### config.mk
export PLATFORM = sky130hd
export DESIGN_NAME = ooo_core
export DESIGN_NICKNAME = d
export VERILOG_FILES = /design/src/hdl/exec_pkg.sv /design/src/hdl/rob_pkg.sv /design/src/hdl/cdb_arbiter.sv /design/src/hdl/exec_unit.sv /design/src/hdl/ooo_core.sv /design/src/hdl/retire_stage.sv /design/src/hdl/rob.sv
export SDC_FILE = /design/constraint.sdc
export NUM_CORES = 1
export LEC_CHECK = 0
export BUFFER_PORTS_ARGS = -buffer_cell sky130_fd_sc_hd__buf_2
export CAP_MARGIN = 5
export CORE_MARGIN = 10
export CORE_UTILIZATION = 50
export DETAILED_ROUTE_END_ITERATION = 6
export MAX_ROUTING_LAYER = met4
export PLACE_DENSITY_LB_ADDON = 0.05
export SYNTH_ARGS = -nofsm -noshare
export SYNTH_HDL_FRONTEND = slang
export SYNTH_SLANG_ARGS = --single-unit
### constraint.sdc
create_clock -name clock -period 6.9 [get_ports clock]
set_input_delay 1.725 -clock clock [delete_from_list [all_inputs] [get_ports clock]]
set_output_delay 1.725 -clock clock [all_outputs]
set_load 0.02 [all_outputs]
### src/hdl/exec_pkg.sv
package exec_pkg;

    // One execution unit per dispatch lane
    localparam int num_units = 2;

    localparam int word_bits = 16; // Operand and result width
    localparam int id_bits   = 4;  // Reorder-buffer tag width

    typedef enum logic {
        op_add = 1'b0,
        op_mul = 1'b1
    } op_t;

    // Work sent from dispatch to an execution unit
    typedef struct packed {
        logic [word_bits-1:0] src_a;
        logic [word_bits-1:0] src_b;
        op_t                  op;
        logic [id_bits-1:0]   tag;
    } issue_t;

    // Result broadcast on the completion bus
    typedef struct packed {
        logic [id_bits-1:0]   tag;
        logic [word_bits-1:0] result;
    } completion_t;

endpackage

### src/hdl/rob_pkg.sv
package rob_pkg;

    // Group width follows the number of execution units
    localparam int dispatch_width = exec_pkg::num_units;
    localparam int count_bits     = 2; // Holds 0 to dispatch_width

    localparam int tag_bits  = exec_pkg::id_bits;   // Depth up to 16
    localparam int data_bits = exec_pkg::word_bits;
    localparam int reg_bits  = 5;

    // One dispatched instruction
    typedef struct packed {
        logic [reg_bits-1:0]  dest;
        exec_pkg::op_t        op;
        logic [data_bits-1:0] src_a;
        logic [data_bits-1:0] src_b;
    } rob_entry_t;

    // Head-window view of an occupied entry
    typedef struct packed {
        logic [reg_bits-1:0]  dest;
        logic [data_bits-1:0] result;
        logic                 complete;
        logic [tag_bits-1:0]  tag;
    } rob_exit_t;

    // Architectural update leaving the core
    typedef struct packed {
        logic [reg_bits-1:0]  dest;
        logic [data_bits-1:0] result;
    } retire_t;

endpackage

### src/hdl/cdb_arbiter.sv
`timescale 1ns/1ps

module cdb_arbiter #(
    parameter type payload_t = logic
) (
    input  logic                 clock,
    input  logic                 reset,
    input  logic [1:0]           request,
    input  payload_t [1:0]       payload,
    output logic [1:0]           grant,
    output logic                 bus_valid,
    output payload_t             bus_payload
);

    // Index of the requester served most recently
    logic last_grant;

    // On a tie the requester not served last time wins
    always_comb begin
        grant[0] = request[0] && (!request[1] || last_grant);
        grant[1] = request[1] && (!request[0] || !last_grant);
    end

    assign bus_valid = |request;

    always_comb begin
        if (grant[1]) begin
            bus_payload = payload[1];
        end else begin
            bus_payload = payload[0]; // Also the idle value
        end
    end

    always_ff @(posedge clock) begin
        if (reset) begin
            last_grant <= 1'b1; // Requester 0 goes first
        end else if (bus_valid) begin
            last_grant <= grant[1];
        end
    end

endmodule

### src/hdl/exec_unit.sv
`timescale 1ns/1ps

module exec_unit #(
    parameter int latency = 1
) (
    input  logic                  clock,
    input  logic                  reset,
    input  logic                  issue_valid,
    input  exec_pkg::issue_t      issue,
    output logic                  ready,
    output logic                  request,
    input  logic                  grant,
    output exec_pkg::completion_t result
);

    import exec_pkg::*;

    logic [latency-1:0] stage_valid;
    completion_t        stage_data [latency];
    logic               res_valid;
    completion_t        res_data;
    logic               advance;
    logic [2*word_bits-1:0] product;
    completion_t        computed;

    // Whole pipeline moves together when the result register can take a value
    assign advance = !res_valid || grant;
    assign ready   = advance;

    assign product = issue.src_a * issue.src_b;

    always_comb begin
        computed.tag = issue.tag;
        if (issue.op == op_mul) begin
            computed.result = product[word_bits-1:0]; // Low half only
        end else begin
            computed.result = issue.src_a + issue.src_b;
        end
    end

    always_ff @(posedge clock) begin
        if (reset) begin
            stage_valid <= '0;
            res_valid   <= 1'b0;
        end else if (advance) begin
            stage_valid[0] <= issue_valid;
            for (int i = 1; i < latency; i++) begin
                stage_valid[i] <= stage_valid[i-1];
            end
            res_valid <= stage_valid[latency-1];
        end
    end

    always_ff @(posedge clock) begin
        if (advance) begin
            stage_data[0] <= computed;
            for (int i = 1; i < latency; i++) begin
                stage_data[i] <= stage_data[i-1];
            end
            res_data <= stage_data[latency-1];
        end
    end

    assign request = res_valid; // Held until granted
    assign result  = res_data;

endmodule

### src/hdl/ooo_core.sv
`timescale 1ns/1ps

module ooo_core #(
    parameter int rob_depth   = 8,
    parameter int mul_latency = 3
) (
    input  logic                                             clock,
    input  logic                                             reset,
    input  rob_pkg::rob_entry_t [rob_pkg::dispatch_width-1:0] dispatch_group,
    input  logic [rob_pkg::count_bits-1:0]                   dispatch_count,
    output logic [rob_pkg::count_bits-1:0]                   spots,
    output logic [1:0]                                       unit_ready,
    output rob_pkg::retire_t [rob_pkg::dispatch_width-1:0]   retire_group,
    output logic [rob_pkg::count_bits-1:0]                   retire_count
);

    import rob_pkg::*;
    import exec_pkg::*;

    logic [dispatch_width-1:0][tag_bits-1:0] alloc_tags;
    issue_t                       add_issue;
    issue_t                       mul_issue;
    logic [1:0]                   request;
    logic [1:0]                   grant;
    completion_t [1:0]            unit_result;
    logic                         bus_valid;
    completion_t                  bus_payload;
    rob_exit_t [dispatch_width-1:0] exit_window;
    logic [count_bits-1:0]        exit_count;
    logic [count_bits-1:0]        num_retiring;

    // Lane fixes the operation: lane 0 adds, lane 1 multiplies
    assign add_issue = '{src_a: dispatch_group[0].src_a, src_b: dispatch_group[0].src_b,
                         op: op_add, tag: alloc_tags[0]};
    assign mul_issue = '{src_a: dispatch_group[1].src_a, src_b: dispatch_group[1].src_b,
                         op: op_mul, tag: alloc_tags[1]};

    rob #(.rob_depth(rob_depth)) rob_inst (
        .clock        (clock),
        .reset        (reset),
        .alloc_entries(dispatch_group),
        .alloc_count  (dispatch_count),
        .alloc_tags   (alloc_tags),
        .bus_valid    (bus_valid),
        .bus_payload  (bus_payload),
        .num_retiring (num_retiring),
        .exit_window  (exit_window),
        .exit_count   (exit_count),
        .spots        (spots)
    );

    exec_unit #(.latency(1)) add_unit (
        .clock      (clock),
        .reset      (reset),
        .issue_valid(dispatch_count > 2'd0),
        .issue      (add_issue),
        .ready      (unit_ready[0]),
        .request    (request[0]),
        .grant      (grant[0]),
        .result     (unit_result[0])
    );

    exec_unit #(.latency(mul_latency)) mul_unit (
        .clock      (clock),
        .reset      (reset),
        .issue_valid(dispatch_count > 2'd1),
        .issue      (mul_issue),
        .ready      (unit_ready[1]),
        .request    (request[1]),
        .grant      (grant[1]),
        .result     (unit_result[1])
    );

    cdb_arbiter #(.payload_t(completion_t)) arbiter (
        .clock      (clock),
        .reset      (reset),
        .request    (request),
        .payload    (unit_result),
        .grant      (grant),
        .bus_valid  (bus_valid),
        .bus_payload(bus_payload)
    );

    retire_stage #(.rob_depth(rob_depth)) retire (
        .exit_window (exit_window),
        .exit_count  (exit_count),
        .num_retiring(num_retiring),
        .retire_group(retire_group),
        .retire_count(retire_count)
    );

endmodule

### src/hdl/retire_stage.sv
`timescale 1ns/1ps

module retire_stage #(
    parameter int rob_depth = 8
) (
    input  rob_pkg::rob_exit_t [rob_pkg::dispatch_width-1:0] exit_window,
    input  logic [rob_pkg::count_bits-1:0]                   exit_count,
    output logic [rob_pkg::count_bits-1:0]                   num_retiring,
    output rob_pkg::retire_t [rob_pkg::dispatch_width-1:0]   retire_group,
    output logic [rob_pkg::count_bits-1:0]                   retire_count
);

    import rob_pkg::*;

    // A tiny buffer cannot show more entries than it holds
    localparam int scan_width = (rob_depth < dispatch_width) ? rob_depth : dispatch_width;

    logic [count_bits-1:0] leading;

    // Count complete entries from the head, stopping at the first gap
    always_comb begin
        logic blocked;
        blocked = 1'b0;
        leading = '0;
        for (int i = 0; i < scan_width; i++) begin
            if (!blocked && (i < int'(exit_count)) && exit_window[i].complete) begin
                leading = leading + 1'b1;
            end else begin
                blocked = 1'b1;
            end
        end
    end

    always_comb begin
        for (int i = 0; i < dispatch_width; i++) begin
            if (i < int'(leading)) begin
                retire_group[i].dest   = exit_window[i].dest;
                retire_group[i].result = exit_window[i].result;
            end else begin
                retire_group[i] = '0;
            end
        end
    end

    // Same count frees the ROB and reaches the outputs
    assign num_retiring = leading;
    assign retire_count = leading;

endmodule

### src/hdl/rob.sv
`timescale 1ns/1ps

module rob #(
    parameter int rob_depth = 8
) (
    input  logic                                                clock,
    input  logic                                                reset,
    input  rob_pkg::rob_entry_t [rob_pkg::dispatch_width-1:0]   alloc_entries, // Oldest first
    input  logic [rob_pkg::count_bits-1:0]                      alloc_count,
    output logic [rob_pkg::dispatch_width-1:0][rob_pkg::tag_bits-1:0] alloc_tags,
    input  logic                                                bus_valid,
    input  exec_pkg::completion_t                               bus_payload,
    input  logic [rob_pkg::count_bits-1:0]                      num_retiring,
    output rob_pkg::rob_exit_t [rob_pkg::dispatch_width-1:0]    exit_window,
    output logic [rob_pkg::count_bits-1:0]                      exit_count,
    output logic [rob_pkg::count_bits-1:0]                      spots
);

    import rob_pkg::*;

    localparam int idx_bits = (rob_depth > 1) ? $clog2(rob_depth) : 1;
    localparam int occ_bits = $clog2(rob_depth + 1);
    localparam logic [occ_bits-1:0] depth_value = occ_bits'(rob_depth);

    // Per-entry storage
    logic [reg_bits-1:0]  dest_mem     [rob_depth];
    logic [data_bits-1:0] result_mem   [rob_depth];
    logic                 complete_mem [rob_depth];

    logic [idx_bits-1:0] head;
    logic [idx_bits-1:0] tail;
    logic [occ_bits-1:0] occupancy;
    logic [occ_bits-1:0] free_entries;

    logic [idx_bits-1:0] alloc_index [dispatch_width];
    logic [idx_bits-1:0] bus_index;

    // Pointer step that wraps at rob_depth, which need not be a power of two
    function automatic logic [idx_bits-1:0] wrap_index(
        input logic [idx_bits-1:0]   base,
        input logic [count_bits-1:0] offset
    );
        logic [idx_bits:0] sum;
        sum = (idx_bits + 1)'(base) + (idx_bits + 1)'(offset);
        if (sum >= (idx_bits + 1)'(rob_depth)) begin
            sum = sum - (idx_bits + 1)'(rob_depth);
        end
        return sum[idx_bits-1:0];
    endfunction

    assign bus_index    = idx_bits'(bus_payload.tag);
    assign free_entries = depth_value - occupancy;

    always_comb begin
        // Saturate both counts at the group width
        if (free_entries >= occ_bits'(dispatch_width)) begin
            spots = count_bits'(dispatch_width);
        end else begin
            spots = count_bits'(free_entries);
        end
        if (occupancy >= occ_bits'(dispatch_width)) begin
            exit_count = count_bits'(dispatch_width);
        end else begin
            exit_count = count_bits'(occupancy);
        end
    end

    always_comb begin
        for (int i = 0; i < dispatch_width; i++) begin
            alloc_index[i] = wrap_index(tail, count_bits'(i));
            alloc_tags[i]  = tag_bits'(alloc_index[i]);
        end
    end

    // Head window, read oldest first
    always_comb begin
        logic [idx_bits-1:0] slot;
        for (int i = 0; i < dispatch_width; i++) begin
            slot = wrap_index(head, count_bits'(i));
            exit_window[i].dest     = dest_mem[slot];
            exit_window[i].result   = result_mem[slot];
            exit_window[i].complete = complete_mem[slot];
            exit_window[i].tag      = tag_bits'(slot);
        end
    end

    always_ff @(posedge clock) begin
        if (reset) begin
            head      <= '0;
            tail      <= '0;
            occupancy <= '0;
        end else begin
            head      <= wrap_index(head, num_retiring);
            tail      <= wrap_index(tail, alloc_count);
            occupancy <= occupancy + occ_bits'(alloc_count) - occ_bits'(num_retiring);
        end
    end

    always_ff @(posedge clock) begin
        for (int i = 0; i < dispatch_width; i++) begin
            if (i < int'(alloc_count)) begin
                dest_mem[alloc_index[i]]     <= alloc_entries[i].dest;
                complete_mem[alloc_index[i]] <= 1'b0; // Fresh entry waits for its result
            end
        end
        // A completing tag is always occupied, so it never collides with a new entry
        if (bus_valid) begin
            result_mem[bus_index]   <= bus_payload.result;
            complete_mem[bus_index] <= 1'b1;
        end
    end

endmodule

==> impl_results.md <==
- RSZ-0062 raised after global routing: false
- Hold Violations, Final: 0
- Combinational fraction of design power: 39.7%
- Number of setup violations in the final report: 0
- Root Buffer: clkbuf_16
- Die H: 210 microns
- Core region area: 35600 sq um
- Sequential share of the synthesized area: 49.8%
- Required arrival time at the worst endpoint: 7200 ps
- First-pass GRT wire length: 62100 microns
- Type of the worst setup path: in2reg
- Cell area power density: 358 nW/um^2
- Cell-internal power: 0.00488 W
- Iter 0 DRT Violations: 616
- Stages on the worst setup path: 18
- Critical Path End Type: flip-flop
- Antenna violation net count after detailed routing: 0
- Cell count after synthesis: 1324
- Status: finished clean
- Max incr delay on CP: 550 ps
- Buffer levels on the longest clock path: 3
- Number of library cell types mapped by synthesis: 52
- Clock insertion delay at the later pin of the skew report: 560 ps
- Beginning of the critical path: dispatch_group[39]
- Clock tree from TritonCTS: done
- Capture point of the worst path: mul_unit.stage_data[0][14]
- Flip-flop and latch area: 8970 sq um
- Share of total power in sequential cells: 37.0%
- Worst-case vdd ir drop: 179 uV
- Total number of vias: 10600
- Multi-input gate area in the final layout: 8270 sq um
- Vias/cell: 5.48
- Headroom to the max-slew limit: 18.9%
- Area growth, synth to finish: 12.3%
- Post-synthesis net count: 1567
- Sum of net half-perimeters after detailed placement: 27700 microns
- Ports placed on the boundary: 128
- Dominant synthesized flop cell: edfxtp_1
- Crit start category: primary input
- Avg WL per Cell: 20.0 microns
- Family of cells with the greatest summed delay on the critical path: adder cells
- Standard-cell rows: 69
- Number of synthesized flops with an enable pin: 282
- Final Max Tran Viols: 0
- Starting density of the core: 50.7%
- Number of violations of the max-capacitance limit: 0
- Number of buffers inserted by hold repair at cts: 0
- Reported net switching power: 0.00236 W
- R2R Path Start: rob_inst.head[0]
- Final Net Count: 1694
- Final std cells w/o fill: 1937
- CP most frequent cell: fa_1
- H-tree levels: 1
- FFs w/ async S/R, synth: 0%
- Clock sinks: 307
- CP bufs+invs: 6
- Worst-Margin Slew: 1200 ps
- GRT Resource Usage Total: 18.2%
- Total leakage power: 7.96 nW
- Chain of cells forming the critical path: buf_2 -> nand2_1 -> fa_1 -> fa_1 -> inv_1 -> fa_1 -> inv_1 -> fa_1 -> inv_1 -> fa_1 -> inv_1 -> fa_1 -> inv_1 -> ha_1 -> or3_1 -> or3_1 -> mux2i_1 -> nor4_1
- Resized cells post-CTS: 0
- Worst Clk Skew: 11.7 ps
- Grt ovf: 0
- Final cycle utilization of the critical path: 89.4%
- Pin count of the biggest net entering global routing: 82
- Proportion of layout cells with a drive suffix above 1: 24.2%
- Number of global-route vias before repair: 11200
- CP arrival: 6470 ps
- CTS buffer count: 30
- Filler instances: 2995
- Initial antenna violation count: 1
- Min cycle time layout: 6170 ps
- Mapped cell area: 18000 sq um
- Die width: 210 microns
- Number of setup buffers added after CTS: 0
- Reg-to-reg endpoint: rob_inst.occupancy[3]
- Drt drc: 0
- Number of I/O port buffers: 125
- Clock transition at path regs: 60 ps
- Highest Clock Rate: 162 MHz
- Sum of routed wire length over all layers: 38700 microns
- Share of power burned in the clock network: 23.3%
- Total Neg Setup Slack: 0 ps
- Placed cells: 1880
- Largest fanout on the critical path: 15
- Class of the tightest hold or removal check: reg2reg
- Number of detailed-routing iterations run before antenna repair: 5
- Final Wtd Congestion: 0.842
- Overall Power: 0.00724 W
- Slowest cell on the critical path: fa_1
- Post-synthesis register bit count: 307
- Syn. warnings: 0
- Reg-to-reg slack, setup: 3050 ps
- Fraction of power spent switching nets: 32.5%
- Avg Inst Size Synth: 13.6 sq um
- Worst reg-to-reg path cell count: 14
- Die outline area: 44000 sq um
==> registers in the layout, indices dropped and copies added, names as in the netlist, 3 cells and up <==
signal / flops
rob_inst.head: 3
mul_unit.stage_data: 57
rob_inst.result_mem: 128
rob_inst.dest_mem: 40
rob_inst.complete_mem: 8
add_unit.stage_data: 19
rob_inst.occupancy: 4
mul_unit.result: 19
add_unit.result: 19
mul_unit.stage_valid: 3
rob_inst.tail: 3
==> power by group through the flow <==
stage	Sequential [W]	Clock (W)	Combinational [W]
final	0.00268	0.00169	0.00288
after global routing	0.00272	0.00181	0.00329
after CTS	0.00268	0.00172	0.00294
after detailed placement	0.00272	0	0.00292
after global placement	0.00271	0	0.00287
after floorplan	0.00261	0	0.00232
==> per-stage QoR <==
| stage | hold slack [ps] | area (sq um) | utilization, % | worst slack [ps] |
|---|---|---|---|---|
| after global routing | 421 | 20200 | 56.9 | 469 |
| after floorplan | 400 | 18000 | - | 340 |
| after global placement | 402 | 19200 | 54.0 | 189 |
| after detailed placement | 405 | 19200 | 54.0 | 120 |
| final | 414 | 20200 | 56.9 | 729 |
| after CTS | 414 | 20200 | 56.9 | 713 |
==> cells in the mapped netlist (16+ instances only) <==
master    count  area (sq um)
ha_1         78           976
a21o_1       19           143
edfxtp_1    282          8470
nor2_1       61           229
xnor2_1      38           333
xor2_1       16           140
a21oi_1      45           225
mux4_2       88          1980
dfxtp_1      25           500
inv_1       153           574
nand2_1     128           480
buf_2        21           105
clkbuf_1     28           105
mux2i_1      24           240
o21ai_0      18          90.1
and2_1       63           394
fa_1         85          1700
mux2_2       56           631
==> kinds of logic after synthesis <==
| logic type | share of synthesized area (%) |
|---|---|
| DFF | 49.8 |
| and+or+nand+nor | 8.00 |
| buffers and inverters | 4.54 |
| muxes | 15.8 |
| adders and majority gates | 14.9 |
| AOI/OAI and AO/OA | 4.09 |
| xor gates and xnor gates | 2.93 |
==> area by class of cell <==
type	count	area share (%)
antenna	1	0.0124
clock buffer	33	3.76
clock inverter	23	1.35
inverter	154	2.86
multi-input combinational	809	40.8
sequential	307	44.3
tap	461	2.85
timing repair buffer	149	3.98
==> metal layers <==
metal,routed length (microns),global-route usage [%],vias up
met3,1730,2.17,32
met2,20200,31.5,217
met4,379,3.15,0
met5,0,-,-
li1,-,-,4967
met1,16400,23.0,5400
==> layout by cell type, fill, tap and decap left out, types with 7 or more instances in the layout <==
cell and count:
mux4_2 88, dfxtp_1 22, clkinv_2 7, buf_4 24, a21o_1 19, o21a_1 7
inv_1 153, and2_1 63, nand3_1 10, xor2_1 15, xnor2_1 37, clkbuf_16 30
mux2i_1 24, clkinv_1 7, nor2_1 61, nand2_1 128, edfxtp_1 282, o21ai_0 18
fa_1 85, mux2_2 56, o22ai_1 9, buf_2 125, a21oi_1 45, nor2b_1 8
ha_1 77
==> worst register-to-register path, cell delays in order (launching register included) <==
cell,delay (ps)
dfxtp_4,820
ha_2,550
mux4_2,360
nand2_1,70
nand2_1,100
nand3_1,120
inv_1,50
ha_1,260
fa_1,560
inv_1,50
ha_1,260
a21o_1,180
a21oi_1,160
xnor2_1,130
nor2_1,50
==> how the worst min path moves through the flow <==
stage	to	cells past startpoint	startpoint	slack [ps]
2_1_floorplan	add_unit.result[0]	0	add_unit.stage_data[0][0]	400
3_3_place_gp	mul_unit.stage_data[2][11]	0	mul_unit.stage_data[1][11]	400
3_5_place_dp	mul_unit.result[7]	0	mul_unit.stage_data[2][7]	400
4_1_cts	mul_unit.stage_data[2][18]	0	mul_unit.stage_data[1][18]	410
5_1_grt	mul_unit.stage_data[2][18]	0	mul_unit.stage_data[1][18]	420
6_report	mul_unit.result[7]	0	mul_unit.stage_data[2][7]	410
Note: power is estimated with default switching activity, not from simulation.
